[config.mk]
export PLATFORM = sky130hd
export DESIGN_NAME = bfs_core_flat
export DESIGN_NICKNAME = d
export VERILOG_FILES = /design/src/design/bfs_cmd_pkg.sv /design/src/design/bfs_graph_pkg.sv /design/src/design/bfs_ifs.sv /design/src/design/bfs_queue.sv /design/src/design/bfs_core.sv /design/src/flat_wrapper.sv
export SDC_FILE = /design/constraint.sdc
export NUM_CORES = 1
export LEC_CHECK = 0
export BUFFER_PORTS_ARGS = -buffer_cell sky130_fd_sc_hd__buf_2
export CAP_MARGIN = 20
export CELL_PAD_IN_SITES_DETAIL_PLACEMENT = 0
export CELL_PAD_IN_SITES_GLOBAL_PLACEMENT = 1
export CORE_UTILIZATION = 32
export CTS_CLUSTER_DIAMETER = 30
export DETAILED_ROUTE_END_ITERATION = 8
export PLACE_DENSITY_LB_ADDON = 0.1
export SLEW_MARGIN = 20
export SYNTH_ARGS = -nofsm -noshare
export SYNTH_HDL_FRONTEND = slang
export SYNTH_HIERARCHICAL = 1
export SYNTH_SLANG_ARGS = --single-unit
[constraint.sdc]
create_clock -name clk -period 17.75 [get_ports clk]
set_input_delay 0.8875 -clock clk [delete_from_list [all_inputs] [get_ports clk]]
set_output_delay 0.8875 -clock clk [all_outputs]
set_load 0.01 [all_outputs]
[src/design/bfs_cmd_pkg.sv]
package bfs_cmd_pkg;

  // Reorder buffer id and destination register carried with each search
  typedef logic [6:0] robid_t;
  typedef logic [5:0] rd_t;

  // Error cause reported on the writeback port
  typedef logic [4:0] ecause_t;

  localparam ecause_t ECAUSE_NONE           = 5'd0;
  localparam ecause_t ECAUSE_QUEUE_OVERFLOW = 5'd1;

  // Search core FSM
  typedef enum logic [2:0] {
    IDLE        = 3'd0,
    INIT        = 3'd1,
    NODE_HEADER = 3'd2,
    ADD_NEIGHS  = 3'd3,
    DRAIN       = 3'd4,
    RESULT      = 3'd5
  } core_state_e;

endpackage

[src/design/bfs_graph_pkg.sv]
package bfs_graph_pkg;

  // Node record address in graph memory
  typedef logic [31:0] node_id_t;

  // Up to 15 neighbors per node
  typedef logic [3:0] neigh_ct_t;

  // First word of a frame
  typedef struct packed {
    logic      marked;
    logic [26:0] reserved;
    neigh_ct_t neigh_ct;
    node_id_t  node_id;
  } graph_hdr_t;

  // Following words, two neighbor ids each
  typedef struct packed {
    node_id_t neigh_hi;
    node_id_t neigh_lo;
  } graph_pair_t;

  // One 64-bit memory word, decoded by rfirst
  typedef union packed {
    graph_hdr_t  hdr;
    graph_pair_t pair;
  } graph_word_u;

endpackage

[src/design/bfs_ifs.sv]
`timescale 1ns/1ps

// Command from the dispatcher to one search core
interface bfs_cmd_if;
  import bfs_cmd_pkg::*;
  import bfs_graph_pkg::*;

  logic     start;
  robid_t   robid;
  rd_t      rd;
  node_id_t from_node;
  node_id_t to_node;
  logic     busy;

  modport dispatch (output start, robid, rd, from_node, to_node, input busy);
  modport core (input start, robid, rd, from_node, to_node, output busy);
endinterface

// Core side of the shared graph memory port
interface bfs_mem_if;
  import bfs_graph_pkg::*;

  logic        req;
  node_id_t    addr;
  logic        sof;
  logic        grant;
  logic        rvalid;
  logic        rfirst;
  graph_word_u rdata;
  logic        rbuf_empty;

  modport core (output req, addr, sof, input grant, rvalid, rfirst, rdata, rbuf_empty);
  modport arbiter (input req, addr, sof, output grant, rvalid, rfirst, rdata, rbuf_empty);
endinterface

// Finished search waiting for writeback
interface bfs_result_if;
  import bfs_cmd_pkg::*;

  logic    valid;
  logic    error;
  ecause_t ecause;
  robid_t  robid;
  rd_t     rd;
  logic    found;
  logic    ack;

  modport core (output valid, error, ecause, robid, rd, found, input ack);
  modport drain (input valid, error, ecause, robid, rd, found, output ack);
endinterface

[src/design/bfs_queue.sv]
`timescale 1ns/1ps

module bfs_queue #(
  parameter int QUEUE_DEPTH = 16
) (
  input  logic                    clk,
  input  logic                    rst_n,
  input  logic                    clear,
  input  logic                    enq_two,
  input  logic                    enq_one,
  input  bfs_graph_pkg::node_id_t enq_lo,
  input  bfs_graph_pkg::node_id_t enq_hi,
  input  logic                    deq,
  output bfs_graph_pkg::node_id_t head,
  output logic                    empty,
  output logic                    overflow
);
  import bfs_graph_pkg::*;

  localparam int IDX_W = $clog2(QUEUE_DEPTH);
  localparam int CNT_W = $clog2(QUEUE_DEPTH + 1);

  node_id_t           mem [QUEUE_DEPTH];
  logic [IDX_W-1:0]   wr_ptr;
  logic [IDX_W-1:0]   wr_ptr_1;
  logic [IDX_W-1:0]   rd_ptr;
  logic [CNT_W-1:0]   count;
  logic [CNT_W:0]     space;
  logic [1:0]         n_req;
  logic [1:0]         n_acc;
  logic               do_deq;

  function automatic logic [IDX_W-1:0] bump(input logic [IDX_W-1:0] p);
    return (p == IDX_W'(QUEUE_DEPTH - 1)) ? '0 : p + 1'b1;
  endfunction

  assign empty    = (count == '0);
  assign head     = mem[rd_ptr];
  assign do_deq   = deq & ~empty;
  assign wr_ptr_1 = bump(wr_ptr);

  // Free slots this cycle, counting the entry leaving at the head
  always_comb begin
    space    = (CNT_W + 1)'(QUEUE_DEPTH) - {1'b0, count} + {{CNT_W{1'b0}}, do_deq};
    n_req    = enq_two ? 2'd2 : {1'b0, enq_one};
    overflow = ({{(CNT_W - 1){1'b0}}, n_req} > space);
    n_acc    = overflow ? space[1:0] : n_req;
  end

  always_ff @(posedge clk or negedge rst_n) begin
    if (!rst_n) begin
      wr_ptr <= '0;
      rd_ptr <= '0;
      count  <= '0;
    end else if (clear) begin
      wr_ptr <= '0;
      rd_ptr <= '0;
      count  <= '0;
    end else begin
      if (n_acc == 2'd2)
        wr_ptr <= bump(wr_ptr_1);
      else if (n_acc == 2'd1)
        wr_ptr <= wr_ptr_1;
      if (do_deq)
        rd_ptr <= bump(rd_ptr);
      count <= count + CNT_W'(n_acc) - CNT_W'(do_deq);
    end
  end

  // Entries that do not fit are dropped
  always_ff @(posedge clk) begin
    if (n_acc != 2'd0)
      mem[wr_ptr] <= enq_lo;
    if (n_acc == 2'd2)
      mem[wr_ptr_1] <= enq_hi;
  end

endmodule

[src/design/bfs_core.sv]
`timescale 1ns/1ps

module bfs_core #(
  parameter int QUEUE_DEPTH = 16
) (
  input  logic       clk,
  input  logic       rst_n,
  input  logic       flush,
  bfs_cmd_if.core    cmd,
  bfs_mem_if.core    mem,
  bfs_result_if.core res
);
  import bfs_cmd_pkg::*;
  import bfs_graph_pkg::*;

  core_state_e state;
  core_state_e state_nx;

  robid_t      robid_q;
  rd_t         rd_q;
  node_id_t    from_q;
  node_id_t    to_q;

  logic        found;
  logic        error;
  logic        first_req;
  neigh_ct_t   neigh_left;

  logic        q_clear;
  logic        enq_one;
  logic        enq_two;
  node_id_t    enq_lo;
  logic        deq;
  node_id_t    q_head;
  logic        q_empty;
  logic        q_overflow;

  graph_word_u word;
  logic        hdr_expand;
  logic        done;

  bfs_queue #(.QUEUE_DEPTH(QUEUE_DEPTH)) queue_inst (
    .clk      (clk),
    .rst_n    (rst_n),
    .clear    (q_clear),
    .enq_two  (enq_two),
    .enq_one  (enq_one),
    .enq_lo   (enq_lo),
    .enq_hi   (word.pair.neigh_hi),
    .deq      (deq),
    .head     (q_head),
    .empty    (q_empty),
    .overflow (q_overflow)
  );

  assign word    = mem.rdata;
  assign q_clear = flush | (state == IDLE);

  // Unmarked header with neighbors opens a run of pair words
  assign hdr_expand = mem.rvalid & mem.rfirst & ~word.hdr.marked &
                      (word.hdr.neigh_ct != '0);
  assign done       = q_empty & mem.rbuf_empty;

  // Head of the frontier goes straight to memory
  assign mem.req  = ~q_empty & ((state == NODE_HEADER) | (state == ADD_NEIGHS));
  assign mem.addr = q_head;
  assign mem.sof  = first_req;
  assign deq      = mem.req & mem.grant;

  always_comb begin
    enq_one = 1'b0;
    enq_two = 1'b0;
    enq_lo  = word.pair.neigh_lo;
    if (state == INIT) begin
      enq_one = 1'b1;
      enq_lo  = from_q;
    end else if (state == ADD_NEIGHS && mem.rvalid) begin
      // Odd count leaves a single id in the last word
      enq_two = (neigh_left >= 4'd2);
      enq_one = (neigh_left == 4'd1);
    end
  end

  always_comb begin
    state_nx = state;
    case (state)
      IDLE:        if (cmd.start) state_nx = INIT;
      INIT:        state_nx = NODE_HEADER;
      NODE_HEADER: begin
        if (hdr_expand)
          state_nx = ADD_NEIGHS;
        else if (done)
          state_nx = RESULT;
      end
      ADD_NEIGHS: begin
        if (q_overflow)
          state_nx = DRAIN;
        else if (mem.rvalid && neigh_left <= 4'd2)
          state_nx = NODE_HEADER;
      end
      // Let outstanding frames arrive before reporting
      DRAIN:       if (mem.rbuf_empty) state_nx = RESULT;
      RESULT:      if (res.ack) state_nx = IDLE;
      default:     state_nx = IDLE;
    endcase
  end

  always_ff @(posedge clk or negedge rst_n) begin
    if (!rst_n) begin
      state      <= IDLE;
      found      <= 1'b0;
      error      <= 1'b0;
      first_req  <= 1'b0;
      neigh_left <= '0;
    end else if (flush) begin
      state     <= IDLE;
      first_req <= 1'b0;
    end else begin
      state <= state_nx;
      if (state == IDLE && cmd.start) begin
        found     <= 1'b0;
        error     <= 1'b0;
        first_req <= 1'b1;
      end
      if (deq) begin
        first_req <= 1'b0;
        if (q_head == to_q && !error)
          found <= 1'b1;
      end
      // Overflow wins over a match in the same cycle
      if (q_overflow) begin
        error <= 1'b1;
        found <= 1'b0;
      end
      if (state == NODE_HEADER && hdr_expand)
        neigh_left <= word.hdr.neigh_ct;
      else if (state == ADD_NEIGHS && mem.rvalid)
        neigh_left <= neigh_left - 4'd2;
    end
  end

  always_ff @(posedge clk) begin
    if (state == IDLE && cmd.start) begin
      robid_q <= cmd.robid;
      rd_q    <= cmd.rd;
      from_q  <= cmd.from_node;
      to_q    <= cmd.to_node;
    end
  end

  assign cmd.busy   = (state != IDLE);
  assign res.valid  = (state == RESULT);
  assign res.error  = error;
  assign res.ecause = error ? ECAUSE_QUEUE_OVERFLOW : ECAUSE_NONE;
  assign res.robid  = robid_q;
  assign res.rd     = rd_q;
  assign res.found  = found;

endmodule

[src/flat_wrapper.sv]
// flat-port wrapper written by rule: the top's interface ports become plain ports
module bfs_core_flat import bfs_cmd_pkg::*; import bfs_graph_pkg::*;
#(
  parameter int QUEUE_DEPTH = 16
)
  (clk, rst_n, flush, cmd_start, cmd_robid, cmd_rd, cmd_from_node, cmd_to_node, cmd_busy, mem_req, mem_addr, mem_sof, mem_grant, mem_rvalid, mem_rfirst, mem_rdata, mem_rbuf_empty, res_valid, res_error, res_ecause, res_robid, res_rd, res_found, res_ack);
  bfs_cmd_if cmd_i ();
  bfs_mem_if mem_i ();
  bfs_result_if res_i ();
  input  logic clk;
  input  logic rst_n;
  input  logic flush;
  input wire logic [$bits(cmd_i.start)-1:0] cmd_start;
  input wire logic [$bits(cmd_i.robid)-1:0] cmd_robid;
  input wire logic [$bits(cmd_i.rd)-1:0] cmd_rd;
  input wire logic [$bits(cmd_i.from_node)-1:0] cmd_from_node;
  input wire logic [$bits(cmd_i.to_node)-1:0] cmd_to_node;
  output wire logic [$bits(cmd_i.busy)-1:0] cmd_busy;
  output wire logic [$bits(mem_i.req)-1:0] mem_req;
  output wire logic [$bits(mem_i.addr)-1:0] mem_addr;
  output wire logic [$bits(mem_i.sof)-1:0] mem_sof;
  input wire logic [$bits(mem_i.grant)-1:0] mem_grant;
  input wire logic [$bits(mem_i.rvalid)-1:0] mem_rvalid;
  input wire logic [$bits(mem_i.rfirst)-1:0] mem_rfirst;
  input wire logic [$bits(mem_i.rdata)-1:0] mem_rdata;
  input wire logic [$bits(mem_i.rbuf_empty)-1:0] mem_rbuf_empty;
  output wire logic [$bits(res_i.valid)-1:0] res_valid;
  output wire logic [$bits(res_i.error)-1:0] res_error;
  output wire logic [$bits(res_i.ecause)-1:0] res_ecause;
  output wire logic [$bits(res_i.robid)-1:0] res_robid;
  output wire logic [$bits(res_i.rd)-1:0] res_rd;
  output wire logic [$bits(res_i.found)-1:0] res_found;
  input wire logic [$bits(res_i.ack)-1:0] res_ack;
  assign cmd_i.start = cmd_start;
  assign cmd_i.robid = cmd_robid;
  assign cmd_i.rd = cmd_rd;
  assign cmd_i.from_node = cmd_from_node;
  assign cmd_i.to_node = cmd_to_node;
  assign cmd_busy = cmd_i.busy;
  assign mem_req = mem_i.req;
  assign mem_addr = mem_i.addr;
  assign mem_sof = mem_i.sof;
  assign mem_i.grant = mem_grant;
  assign mem_i.rvalid = mem_rvalid;
  assign mem_i.rfirst = mem_rfirst;
  assign mem_i.rdata = mem_rdata;
  assign mem_i.rbuf_empty = mem_rbuf_empty;
  assign res_valid = res_i.valid;
  assign res_error = res_i.error;
  assign res_ecause = res_i.ecause;
  assign res_robid = res_i.robid;
  assign res_rd = res_i.rd;
  assign res_found = res_i.found;
  assign res_i.ack = res_ack;
  bfs_core #(.QUEUE_DEPTH(QUEUE_DEPTH)) u_core (.clk(clk), .rst_n(rst_n), .flush(flush), .cmd(cmd_i), .mem(mem_i), .res(res_i));
endmodule
# --- After elaboration in Yosys (flattened, before gate mapping) ---
# Memory sizes are Yosys's and may differ from the RTL's.
# Cells that the tools add are included.
totals:
  reg_bits: 100
  ram_bits: 512
  inputBits: 150
  out_inout_bits: 56
  wordCells: 113
  mem_count: 1
classes:
  addsub: 8
  magnitude_cmp: 3
  eq_ne: 17
  muxes: 41
  n_bitwise: 12
  reduce_logical: 19
mem_list:
  columns: ["name", "words", "word_bits", "rd", "rd_clocked_by_memory_dff", "write_ports", "line_no", "rtl"]
  rows:
  - ["u_core.queue_inst.mem", 16, 32, 1, 0, 2, "bfs_queue.sv:23", "node_id_t mem [QUEUE_DEPTH];"]
op_table:
  columns: ["op", "count"]
  rows:
  - ["$mux W4", 10]
  - ["$eq A32 B32 Y1", 1]
  - ["$mux W32", 1]
  - ["$mux W3", 8]
  - ["$mux W1", 18]
  - ["$pmux W3 S6", 1]
  - ["$add A4 B1 Y4 const B", 3]
  - ["$eq A4 B4 Y1 const B", 3]
  - ["$reduce_bool A3 Y1", 3]
  - ["$reduce_bool A2 Y1", 4]
  - ["$and A1 B1 Y1", 7]
  - ["$add A6 B1 Y6", 1]
  - ["$eq A3 B2 Y1 const B", 2]
  - ["$eq A3 B3 Y1 const B", 2]
  - ["$gt A2 B6 Y1", 1]
  - ["$ne A3 B3 Y1 const B", 2]
  - ["$sub A5 B5 Y6 const A", 1]
  - ["$add A5 B2 Y5", 1]
  - ["$logic_and A1 B1 Y1", 5]
  - ["$logic_not A5 Y1", 1]
  - ["$mux W5", 1]
  - ["$reduce_and A5 Y1", 1]
  - ["$sub A5 B1 Y5", 1]
  - ["$eq A4 B1 Y1 const B", 1]
  - ["16 further kinds", 21]

# --- Logic depth before layout (Yosys ltp) ---
logic_depth:
  depth_word: 12
  depth_mapped: 28
  mapped_depth_nobuf: 27

# --- Modules after synthesis ---
# The synthesis kept the hierarchy.
by_module_without_submodules:
  columns: ["module", "instances", "cells_each", "area_per_inst_um2", "seq_area_each_um2"]
  rows:
  - ["bfs_queue", 1, 1779, 28183.3, 15700.1]
  - ["bfs_core", 1, 245, 3807.4, 2562.5]

# --- Worst setup path after synthesis ---
# No wires, ideal clock.
synth_timing:
  kind: "register to register"
  startpoint: "reg u_core.queue_inst.count[2]"
  endpoint: "mem u_core/queue_inst/mem[0][0] (netlist bit) (enable)"
  setup_ns: 0.511
  arrival_ns: 6.921
  required_time_ns: 17.239
  slack_ns: 10.318
  stages_incl_launch_ff: 18
  n_path_buf: 0
  period_less_slack_ns: 7.432
  path_cell_list: "dfrtp_1 > inv_1 > ha_1 > nor4b_1 > nor3b_1 > and2_1 > nand2b_1 > ha_1 > inv_1 > ha_1 > inv_1 > ha_1 > nor2b_1 > a2bb2oi_1 > o211a_4 > mux2i_1 > inv_1 > o41ai_1"
synth_rtl:
  columns: ["element", "line_no", "rtl"]
  rows:
  - ["start: declaration", "bfs_queue.sv:27", "logic [CNT_W-1:0] count;"]
  - ["start signal: assignment", "bfs_queue.sv:66", "count <= count + CNT_W'(n_acc) - CNT_W'(do_deq);"]
  - ["end: declaration", "bfs_queue.sv:23", null]

==> qor.csv <==
metric;value;unit
nets@finish;2428;
crit path time final;6250;ps
post-synth top area cell;edfxtp_1;
Synth Instances;2024;
Post-Route WL;101;mm
Syn Area/Cell;15.8;sq um
CP max FO;33;
Worst Setup Start Kind;flip-flop;
Synthesis Warnings;6;
share of flip-flops with an asynchronous set or reset;3.76;%
Resize count post-CTS;0;
Max H-tree Level;4;
RSZ-0062 raised after global routing;false;
Die Wd;318;um
DR pass1 iterations;5;
remaining antenna violation count;0;
# IOs;206;
Fin Setup TNS;0;ps
largest cells by area after synthesis;edfxtp_1, mux2_2, mux2_4, mux4_2, mux2i_1;
kind of end point of the critical path;flip-flop;
kind of critical path;flip-flop to flip-flop;
height of the die;318;um
fraction of layout cells with a size suffix above 1;50.0;%
TritonCTS Buffers;176;
CTS Root Buffer Type;clkbuf_16;
post-synthesis mux area share;30.2;%
DP Wirelength;61.3;mm
Slew Viols, Final;0;
register bit total from synthesis;612;
clock sink total;612;
Power Dens Cells;155;nW/um^2
met2 WL post-DR;49.9;mm
register area share after synthesis;57.1;%
normalized max-slew margin;29.3;%
required time worst endpoint;18070;ps
leakage power;14.6;nW
largest net degree at the start of global routing;100;
Final Hold Fails;0;
setup bufs post-CTS;0;
global-route wire length before repair;147;mm
Max VDD drop;0.0000776;V
largest family of logic cells by synthesized area;multiplexers;
Final Setup Violations;0;
Layout Skew;39.2;ps
Post-Synth Simple-Gate Area;2.91;%
DR vias/cell;5.14;
Top Layer Used;met4;
CTS Hold Buffers Added;0;
area of the mapped netlist;32000;sq um
Max Cap Viol;0;
IO buf count;201;
setup ws final;11500;ps
Pwr Total;6.21;mW
initial antenna violation count;1;
final core utilization;40.5;%
DRT iter0 DRCs;1173;
post-synthesis xor/xnor area fraction;1.10;%
GRT Util Overall;20.1;%
Clk pin slew, worst setup/hold paths;40;ps
Synth Area in Compound Gates;4.48;%
wire per inst;27.5;um
Total Die Area;101000;sq um
EDFF count, synth;589;
area grow syn2layout;25.0;%
WL met3;3.73;mm
pre-CTS setup slack;11400;ps
Metal-1 WL;45.7;mm
CTS tree;done;
worst skew pair latency;740;ps
# diodes;0;
Tcrit/Tclk final;35.2;%
Via Count;19000;
grt total ovfl;0;
slew at the pin closest to its max-slew limit;1060;ps
drc violations;0;
Row Count;115;
status;finished clean;
dominant synthesized flop cell;edfxtp_1;
Critical Path AT;6570;ps
worst hold-check path type;input port to asynchronous set/reset pin;
Synth Area in Adders;0.884;%
Fmax achieved;160;MHz
gpl congestion;0.755;
initial core utilization;32.4;%
vias in the first global route;20300;
Max clock buf depth;3;
Distinct cells, synth;67;
Synth top area share;55.3;%
core footprint;98700;sq um
-- stage by stage --
stage                     area, sq um  hold WS (ps)  instances
after global routing            40000           168       3686
after floorplan                 32000           477       2027
after global placement          34100           522       3364
final                           40000           155       3686
after CTS                       40000           123       3685
after detailed placement        34100           525       3364
-- metal layers --
layer	GRT usage, %	vias up
met4	6.12	0
met3	3.34	156
met1	26.4	9840
li1	-	8468
met2	33.7	497
met5	0	-
-- cell type report --
cell class	instances	area, sq um
inverter	29	111
tap	1287	1610
sequential	612	18300
fill	9108	58700
timing repair buffer	242	1340
clock inverter	125	1380
multi-input combinational	1195	12800
clock buffer	196	4500
-- registers in the layout, summed over array words and instances (netlist names) --
signal and flops:
u_core/state 3, u_core/res.error 1, u_core/neigh_left 4, u_core/queue_inst/mem 512, u_core/queue_inst/wr_ptr 4, u_core/res.found 1
u_core/mem.sof 1, u_core/queue_inst/rd_ptr 4, u_core/queue_inst/count 5, u_core/res.robid 7, u_core/res.rd 6, u_core/from_q 32
u_core/to_q 32
-- final timing paths --
check / start / to / slack, ps / cells after the start
worst max register to register: u_core/queue_inst/count[2]$_DFF_PN0_ / u_core/queue_inst/mem[14][15]$_DFFE_PP_ / 11500 / 18
min in group clk: cmd_from_node[3] / u_core/from_q[3]$_DFFE_PP_ / 310 / 1
worst max-delay path: u_core/queue_inst/count[2]$_DFF_PN0_ / u_core/queue_inst/mem[14][15]$_DFFE_PP_ / 11500 / 18
worst min register to register: u_core/neigh_left[0]$_DFFE_PN0P_ / u_core/neigh_left[0]$_DFFE_PN0P_ / 530 / 1
max in group asynchronous: rst_n / u_core/queue_inst/rd_ptr[0]$_DFFE_PN0P_ / 17120 / 1
worst min-delay path: rst_n / u_core/state[2]$_DFFE_PN0P_ / 150 / 1
-- cell usage after synthesis (4+ instances only) --
cell	instances
edfxtp_1	589
mux2_2	400
mux2_4	174
clkbuf_1	116
mux2i_1	107
o21ai_0	75
mux4_2	64
nand2_1	62
a21oi_1	50
a22oi_1	36
a221oi_1	32
buf_2	31
inv_1	29
nor2_1	25
dfrtp_1	23
buf_6	22
xor2_1	22
ha_1	21
xnor2_1	18
buf_1	13
nand4_1	10
nand3_2	9
buf_4	8
nand4b_1	7
nand3_4	6
nor2b_1	6
nor4_1	6
nor3_1	4
o22a_1	4
o41ai_1	4
-- worst max-delay path, cell delays in order, from the launching register on --
cell and delay (ps):
dfrtp_1 430, inv_1 110, ha_1 210, nor4b_1 490
nor3b_1 130, and2_1 210, nand2b_1 210, ha_1 250
inv_1 50, ha_1 360, inv_1 80, ha_1 290
nor2b_1 140, a2bb2oi_1 200, o211a_4 330, mux2_1 170
buf_4 340, nand3_4 670, nand2_2 1100
-- cells in the final DEF, fill, tap and decap left out, types with 10 or more instances in the layout --
master and instances:
edfxtp_1 589, mux2_2 400, buf_2 201, clkbuf_16 177, mux2_4 174, mux2i_1 107
o21ai_0 71, mux4_2 64, nand2_1 54, a21oi_1 50, clkinv_2 39, buf_4 39
clkinv_1 37, a22oi_1 36, a221oi_1 32, inv_1 28, nor2_1 25, bufinv_16 24
xor2_1 22, ha_1 21, clkbuf_1 19, dfrtp_1 19, xnor2_1 18, clkinvlp_4 10
nand4_1 10
-- cell families (layout without fill, tap and decap cells) --
group                      count (synthesis)  in the layout
DFF                                      612            612
AOI/OAI and AO/OA                        222            222
muxes                                    747            747
other                                      1              4
xor gates and xnor gates                  40             40
and+or+nand+nor                          160            160
adders and majority gates                 22             22
buffers and inverters                    220            592
-- where the power goes --
part | switching, mW | internal (mW) | total [mW]
clock | 0.936 | 2.15 | 3.09
combinational | 0.662 | 0.570 | 1.23
sequential | 0.0486 | 1.84 | 1.89
No activity file was read; power rests on OpenSTA's default activity.
